<file path="config.mk">
export PLATFORM = sky130hd
export DESIGN_NAME = etx_top
export DESIGN_NICKNAME = d
export VERILOG_FILES = /design/src/design/etx_pkg.sv /design/src/design/etx_top.sv /design/src/design/etx_cfg.sv /design/src/design/etx_arbiter.sv /design/src/design/etx_fifo.sv
export SDC_FILE = /design/constraint.sdc
export NUM_CORES = 1
export LEC_CHECK = 0
export BUFFER_PORTS_ARGS = -buffer_cell sky130_fd_sc_hd__buf_2
export CORE_ASPECT_RATIO = 1.1
export CORE_MARGIN = 4
export CORE_UTILIZATION = 30
export DETAILED_ROUTE_END_ITERATION = 8
export SKIP_LAST_GASP = 1
export SLEW_MARGIN = 20
export SYNTH_ARGS = -nofsm -noshare
export SYNTH_HDL_FRONTEND = slang
export SYNTH_SLANG_ARGS = --single-unit
</file>
<file path="constraint.sdc">
create_clock -name tx_lclk_div4 -period 4.9 [get_ports tx_lclk_div4]
set_input_delay 0.245 -clock tx_lclk_div4 [delete_from_list [all_inputs] [get_ports tx_lclk_div4]]
set_output_delay 0.245 -clock tx_lclk_div4 [all_outputs]
set_load 0.05 [all_outputs]
</file>
<file path="src/design/etx_pkg.sv">
// eMesh transmit shared types
package etx_pkg;

  // ##########################################################
  // Packet format
  // ##########################################################

  // Packet width in bits
  localparam int PW = 104;

  // Field order from the top bit down
  typedef struct packed {
    logic [31:0] srcaddr;
    logic [31:0] data;
    logic [31:0] dstaddr;
    logic [3:0]  ctrlmode;   // Bits 7 to 4
    logic        spare;
    logic [1:0]  datamode;
    logic        write;      // Bit 0
  } emesh_packet_t;

  // Control-mode override for host packets
  typedef struct packed {
    logic       bypass;
    logic [3:0] ctrlmode;
  } etx_ctrl_t;

  // Channel popped this cycle, one-hot or zero
  typedef struct packed {
    logic wr;
    logic rd;
    logic rr;
  } etx_grant_t;

  // ##########################################################
  // Configuration register map
  // ##########################################################
  localparam logic [1:0] CFG_CTRL     = 2'd0;
  localparam logic [1:0] CFG_WR_COUNT = 2'd1;
  localparam logic [1:0] CFG_RD_COUNT = 2'd2;
  localparam logic [1:0] CFG_RR_COUNT = 2'd3;

endpackage
</file>
<file path="src/design/etx_top.sv">
// eMesh transmit top level
`timescale 1ns/1ns

module etx_top #(
  parameter int FIFO_DEPTH = 4
) (
  input  logic                   tx_lclk_div4,
  input  logic                   reset,
  // Host writes
  input  logic                   txwr_access,
  input  etx_pkg::emesh_packet_t txwr_packet,
  output logic                   txwr_full,
  // Host read requests
  input  logic                   txrd_access,
  input  etx_pkg::emesh_packet_t txrd_packet,
  output logic                   txrd_full,
  // Read responses
  input  logic                   txrr_access,
  input  etx_pkg::emesh_packet_t txrr_packet,
  output logic                   txrr_full,
  // Register port
  input  logic                   cfg_write,
  input  logic [1:0]             cfg_addr,
  input  logic [15:0]            cfg_wdata,
  output logic [15:0]            cfg_rdata,
  // IO side
  input  logic                   etx_rd_wait,
  input  logic                   etx_wr_wait,
  input  logic                   etx_io_wait,
  output logic                   etx_access,
  output etx_pkg::emesh_packet_t etx_packet,
  output logic                   etx_rr
);
  import etx_pkg::*;

  // FIFO heads and pops
  emesh_packet_t txwr_fifo_packet;
  emesh_packet_t txrd_fifo_packet;
  emesh_packet_t txrr_fifo_packet;
  logic          txwr_fifo_empty;
  logic          txrd_fifo_empty;
  logic          txrr_fifo_empty;
  logic          txwr_fifo_read;
  logic          txrd_fifo_read;
  logic          txrr_fifo_read;

  // Arbiter and config link
  etx_grant_t    grant;
  etx_ctrl_t     ctrl;

  // ##########################################################
  // Channel FIFOs
  // ##########################################################
  etx_fifo #(.DEPTH(FIFO_DEPTH)) i_txwr_fifo (
    .tx_lclk_div4, .reset,
    .access(txwr_access), .packet_in(txwr_packet), .full(txwr_full),
    .read(txwr_fifo_read), .packet_out(txwr_fifo_packet), .empty(txwr_fifo_empty)
  );

  etx_fifo #(.DEPTH(FIFO_DEPTH)) i_txrd_fifo (
    .tx_lclk_div4, .reset,
    .access(txrd_access), .packet_in(txrd_packet), .full(txrd_full),
    .read(txrd_fifo_read), .packet_out(txrd_fifo_packet), .empty(txrd_fifo_empty)
  );

  etx_fifo #(.DEPTH(FIFO_DEPTH)) i_txrr_fifo (
    .tx_lclk_div4, .reset,
    .access(txrr_access), .packet_in(txrr_packet), .full(txrr_full),
    .read(txrr_fifo_read), .packet_out(txrr_fifo_packet), .empty(txrr_fifo_empty)
  );

  // ##########################################################
  // Arbiter and configuration
  // ##########################################################
  etx_arbiter i_arbiter (
    .tx_lclk_div4, .reset, .ctrl,
    .txwr_fifo_empty, .txwr_fifo_packet, .txwr_fifo_read,
    .txrd_fifo_empty, .txrd_fifo_packet, .txrd_fifo_read,
    .txrr_fifo_empty, .txrr_fifo_packet, .txrr_fifo_read,
    .grant,
    .etx_rd_wait, .etx_wr_wait, .etx_io_wait,
    .etx_access, .etx_packet, .etx_rr
  );

  etx_cfg i_cfg (
    .tx_lclk_div4, .reset,
    .cfg_write, .cfg_addr, .cfg_wdata, .cfg_rdata,
    .grant, .ctrl
  );

endmodule

</file>
<file path="src/design/etx_cfg.sv">
// Transmit configuration registers
`timescale 1ns/1ns

module etx_cfg (
  input  logic                tx_lclk_div4,
  input  logic                reset,
  // Register port
  input  logic                cfg_write,
  input  logic [1:0]          cfg_addr,
  input  logic [15:0]         cfg_wdata,
  output logic [15:0]         cfg_rdata,
  // Pops from the arbiter
  input  etx_pkg::etx_grant_t grant,
  // Override level to the arbiter
  output etx_pkg::etx_ctrl_t  ctrl
);
  import etx_pkg::*;

  // Index 0 writes, 1 read requests, 2 read responses
  logic [15:0] count [3];
  logic [2:0]  hit;

  assign hit = {grant.rr, grant.rd, grant.wr};

  // ##########################################################
  // Control register
  // ##########################################################
  always_ff @(posedge tx_lclk_div4)
  begin
    if (reset)
    begin
      ctrl <= '0;
    end
    else if (cfg_write && (cfg_addr == CFG_CTRL))
    begin
      // Bypass in bit 4, ctrlmode below
      ctrl <= etx_ctrl_t'(cfg_wdata[4:0]);
    end
  end

  // ##########################################################
  // Packet counters
  // ##########################################################
  // Wrap at 16 bits, counter writes ignored
  always_ff @(posedge tx_lclk_div4)
  begin
    for (int i = 0; i < 3; i++)
    begin
      if (reset)
      begin
        count[i] <= '0;
      end
      else if (hit[i])
      begin
        count[i] <= count[i] + 16'd1;
      end
    end
  end

  // Read mux, combinational from address
  always_comb
  begin
    case (cfg_addr)
      CFG_CTRL:     cfg_rdata = {11'd0, ctrl};
      CFG_WR_COUNT: cfg_rdata = count[0];
      CFG_RD_COUNT: cfg_rdata = count[1];
      default:      cfg_rdata = count[2];
    endcase
  end

endmodule

</file>
<file path="src/design/etx_arbiter.sv">
// Transmit channel arbiter
`timescale 1ns/1ns

module etx_arbiter (
  input  logic                   tx_lclk_div4,
  input  logic                   reset,
  // Override from the config block
  input  etx_pkg::etx_ctrl_t     ctrl,
  // Host writes
  input  logic                   txwr_fifo_empty,
  input  etx_pkg::emesh_packet_t txwr_fifo_packet,
  output logic                   txwr_fifo_read,
  // Host read requests
  input  logic                   txrd_fifo_empty,
  input  etx_pkg::emesh_packet_t txrd_fifo_packet,
  output logic                   txrd_fifo_read,
  // Read responses
  input  logic                   txrr_fifo_empty,
  input  etx_pkg::emesh_packet_t txrr_fifo_packet,
  output logic                   txrr_fifo_read,
  // Pop marker for the counters
  output etx_pkg::etx_grant_t    grant,
  // IO side
  input  logic                   etx_rd_wait,
  input  logic                   etx_wr_wait,
  input  logic                   etx_io_wait,
  output logic                   etx_access,
  output etx_pkg::emesh_packet_t etx_packet,
  output logic                   etx_rr
);
  import etx_pkg::*;

  logic          wr_ready;
  logic          rd_ready;
  logic          rr_ready;
  logic          out_free;
  logic          pop;
  emesh_packet_t next_packet;

  // Swap in the configured ctrlmode when bypass is on
  function automatic emesh_packet_t host_override(emesh_packet_t pkt, etx_ctrl_t c);
    emesh_packet_t res;
    res = pkt;
    if (c.bypass)
    begin
      res.ctrlmode = c.ctrlmode;
    end
    return res;
  endfunction

  // ##########################################################
  // Fixed priority: writes, read requests, read responses
  // ##########################################################
  assign wr_ready = ~txwr_fifo_empty & ~etx_wr_wait;
  assign rd_ready = ~txrd_fifo_empty & ~etx_rd_wait & ~wr_ready;
  // Responses also wait on the write path
  assign rr_ready = ~txrr_fifo_empty & ~etx_wr_wait & ~wr_ready & ~rd_ready;

  // Output slot free when idle or stalled
  assign out_free = ~etx_access | etx_io_wait;

  // One-hot pops
  assign txwr_fifo_read = wr_ready & out_free;
  assign txrd_fifo_read = rd_ready & out_free;
  assign txrr_fifo_read = rr_ready & out_free;
  assign pop            = txwr_fifo_read | txrd_fifo_read | txrr_fifo_read;

  always_comb
  begin
    grant = '{wr: txwr_fifo_read, rd: txrd_fifo_read, rr: txrr_fifo_read};
  end

  // Packet mux, override for host packets only
  always_comb
  begin
    if (txrr_fifo_read)
    begin
      next_packet = txrr_fifo_packet;
    end
    else if (txrd_fifo_read)
    begin
      next_packet = host_override(txrd_fifo_packet, ctrl);
    end
    else
    begin
      next_packet = host_override(txwr_fifo_packet, ctrl);
    end
  end

  // ##########################################################
  // Registered IO output
  // ##########################################################
  always_ff @(posedge tx_lclk_div4)
  begin
    if (reset)
    begin
      etx_access <= 1'b0;
      etx_rr     <= 1'b0;
      etx_packet <= '0;
    end
    else if (pop)
    begin
      etx_access <= 1'b1;
      // Marks a read response for the IO side
      etx_rr     <= txrr_fifo_read;
      etx_packet <= next_packet;
    end
    else if (~etx_io_wait)
    begin
      etx_access <= 1'b0;
    end
  end

endmodule

</file>
<file path="src/design/etx_fifo.sv">
// Transmit packet FIFO
`timescale 1ns/1ns

module etx_fifo #(
  parameter int DEPTH = 4
) (
  input  logic                   tx_lclk_div4,
  input  logic                   reset,
  // Source side
  input  logic                   access,
  input  etx_pkg::emesh_packet_t packet_in,
  output logic                   full,
  // Arbiter side
  input  logic                   read,
  output etx_pkg::emesh_packet_t packet_out,
  output logic                   empty
);
  import etx_pkg::*;

  // Address bits, DEPTH is a power of two
  localparam int AW = $clog2(DEPTH);

  // Raw packet storage
  logic [PW-1:0] mem [DEPTH];

  // Extra top bit tells full from empty
  logic [AW:0] wr_ptr;
  logic [AW:0] rd_ptr;

  logic wr_en;
  logic rd_en;

  // Drop writes while full
  assign wr_en = access & ~full;
  // Guard against reads while empty
  assign rd_en = read & ~empty;

  // Same pointer means nothing stored
  assign empty = (wr_ptr == rd_ptr);
  // Wrapped once, same slot
  assign full = (wr_ptr[AW] != rd_ptr[AW]) &&
                (wr_ptr[AW-1:0] == rd_ptr[AW-1:0]);

  // Head entry shown directly, first-word fall-through
  assign packet_out = emesh_packet_t'(mem[rd_ptr[AW-1:0]]);

  // Pointer update, push and pop may share a cycle
  always_ff @(posedge tx_lclk_div4)
  begin
    if (reset)
    begin
      wr_ptr <= '0;
      rd_ptr <= '0;
    end
    else
    begin
      if (wr_en)
      begin
        wr_ptr <= wr_ptr + 1'b1;
      end
      if (rd_en)
      begin
        rd_ptr <= rd_ptr + 1'b1;
      end
    end
  end

  // Storage write
  always_ff @(posedge tx_lclk_div4)
  begin
    if (wr_en)
    begin
      mem[wr_ptr[AW-1:0]] <= packet_in;
    end
  end

endmodule

</file>
==> flow_summary.json <==
{
  "nets": 3968,
  "routed_via_density": 4.76,
  "crit_start": "i_txrd_fifo.wr_ptr[0]",
  "critical_path_depth": 8,
  "cts_setup_buffers": 0,
  "rows": 164,
  "synth_area_sq_um": 55000,
  "setup_viol": 0,
  "first_iter_violations": 1953,
  "rr_worst_depth": 8,
  "p_total_uw": 32700,
  "fp.dieH_microns": 457,
  "seq_area_frac_synth": 0.757,
  "max_freq_mhz": 338,
  "end_kind": "register",
  "max_slew.worst_pin.slew_ns": 1.03,
  "power-per-cell-area_nw_per_um2": 473,
  "drv_cap": 0,
  "start_util": 0.302,
  "hold_ws_ns": 0.198,
  "path_delay_family": "compound AO/OA/AOI/OAI gates",
  "rsz0062_at_grt": "no",
  "clock_path_buffers": 3,
  "drv_slew": 0,
  "first_global_vias": 30700,
  "path_max_fanout": 27,
  "fin_crit_sh": 0.603,
  "clock_latency_ns": 0.80,
  "grtUsageTotal": 0.158,
  "ff_latch_area_sq_um": 41600,
  "clk_pin_slew_ns": 0.06,
  "crit_path_cell_trace": "xnor2_1 > a31oi_2 > o211a_4 > buf_12 > buf_4 > mux2i_1 > o211a_1 > nor3_1",
  "wl_met1_microns": 64000,
  "cts-root-buf": "clkbuf_16",
  "dr.max_layer_used": "met4",
  "gp_congestion": 0.749,
  "wl_per_cell_microns": 24.5,
  "routed_wirelength_microns": 151000,
  "slowest_stage": "o211a_4",
  "dpl.hpwl_microns": 93800,
  "arrival_ns": 3.58,
  "run_status": "complete, no violations",
  "wl_met2_microns": 76200,
  "synth_largest_area_cell": "edfxtp_1",
  "clock-sinks": 1431,
  "synthTopCellsByArea": "edfxtp_1 71%, mux4_2 13%, dfxtp_1 4.9%",
  "skew_ns": 0.0319,
  "final.fill_count": 16600,
  "htree_levels": 4,
  "synth_cell_type_count": 42,
  "vdd_ir_drop_max_uv": 396,
  "synthCells": 2751,
  "fin_util": 0.379,
  "first_pass_iters": 5,
  "mappedNetlistNets": 3108,
  "yosys.area.top_type_share": 0.708,
  "synth_warnings": 0,
  "drc": 0,
  "drtAntennaViolNets": 0,
  "met3_wirelength_microns": 7310,
  "hold_class": "in2reg",
  "drive_gt1_frac": 0.297,
  "vias": 29400,
  "min_from": "txwr_packet[92]",
  "grt_overflow": 0,
  "portBuffers": 452,
  "grt_pass1_wl_microns": 217000,
  "core_sq_um": 182000,
  "ys_ff_latch": 1431,
  "dieArea_sq_um": 190000,
  "fin_setup_tns_ns": 0,
  "die_w_microns": 416,
  "cts_tree": "built",
  "antenna_found_initial": 32,
  "cts_buffers": 155,
  "grt_max_degree": 105,
  "relSlewSlack": 0.311,
  "worstPathRequired_ns": 5.53,
  "hold_viol": 0,
  "io_pins": 464,
  "worst-path-buf-inv": 2,
  "max_stage_delay_ns": 0.50,
  "period_minus_slack_ns": 2.96,
  "p_leak_uw": 0.0237,
  "worstReg2RegStart": "i_txrd_fifo.wr_ptr[0]",
  "critPathKind": "reg2reg",
  "syn_area_per_cell_sq_um": 20.0,
  "final_cell_mix": "1296 x edfxtp_1, 451 x buf_2, 334 x dlygate4sd3_1",
  "layout_commonest_cell": "edfxtp_1",
  "min_path_cells": 2,
  "cp-start-kind": "register",
  "multi_input_area_sq_um": 12600,
  "areaGrowthSynthToFinish_pct": 25.6
}
-- Yosys cell counts, drive strengths merged --
library cell	count
a21oi	15
a22o	11
a311oi	4
a31oi	1
and2	12
and3	7
and3b	2
and4	3
and4bb	1
buf	75
clkbuf	83
dfxtp	135
edfxtp	1296
ha	18
inv	15
mux2	14
mux2i	105
mux4	317
nand2	123
nand2b	5
nand3	18
nand4	7
nor2	198
nor2b	4
nor3	102
nor3b	2
o211a	101
o21a	2
o21ai	8
or2	3
or3	4
xnor2	30
xor2	30
-- routing by layer --
layer / GRT usage / vias up
met3: 0.0308 / 225
met4: 0.0437 / 0
met2: 0.272 / 776
met5: 0 / -
li1: - / 12900
met1: 0.202 / 15500
-- state kept, by name, indices dropped and copies added (netlist names), 3 cells and up, named ones only --
register,cells
i_txwr_fifo.rd_ptr,3
i_txrr_fifo.wr_ptr,3
i_txrr_fifo.rd_ptr,3
i_txrd_fifo.rd_ptr,3
i_txwr_fifo.wr_ptr,3
i_arbiter.etx_packet,104
i_txrd_fifo.mem,416
i_txrd_fifo.wr_ptr,3
i_txrr_fifo.mem,416
i_cfg.ctrl,5
i_cfg.count,48
i_txwr_fifo.mem,416
-- worst paths after layout --
kind | to | slack (ns)
setup reg to reg | i_arbiter.etx_packet[52] | 1.94
hold reg to reg | i_arbiter.etx_packet[49] | 0.49
hold / removal | i_txwr_fifo.mem[2][92] | 0.20
setup / recovery | i_arbiter.etx_packet[52] | 1.94
-- cell families after synthesis --
family / Yosys count / share of synthesized area
AND/OR/NAND/NOR: 491 / 0.0394
AO/OA/AOI/OAI: 142 / 0.0235
buffers and inverters: 173 / 0.0150
flip-flops: 1431 / 0.757
adder cells (fa/ha/maj): 18 / 0.00409
XOR/XNOR: 60 / 0.00955
multiplexers: 436 / 0.152
-- final cells by class --
class | count | area share
Antenna cell | 25 | 0.000906
Timing Repair Buffer | 861 | 0.0939
Clock inverter | 75 | 0.0139
Sequential cell | 1431 | 0.603
Multi-Input combinational cell | 1147 | 0.182
Tap cell | 2407 | 0.0436
Clock buffer | 212 | 0.0615
Inverter | 15 | 0.000815
-- stage by stage --
step                      area, sq um  std cells  setup slack (ns)
after global routing            69100       6169              1.74
after floorplan                 55000       2751             0.720
after CTS                       69000       6148              1.87
final                           69100       6173              1.94
after global placement          60500       5527              1.91
after detailed placement        60500       5527              1.91
-- power by group --
part | switching (uW) | total, uW | internal, uW | leakage, uW
logic | 3730 | 6020 | 2290 | 0.00809
clock network | 4890 | 11900 | 6990 | 0.00251
registers | 531 | 14800 | 14300 | 0.0131
total | 9150 | 32700 | 23500 | 0.0237
-- repair_timing --
item,4_1_cts,5_1_grt
gates resized for setup,0,0
hold buffers,334,0
hold endpoints to repair,1280,0
(Power assumes the default switching activity.)
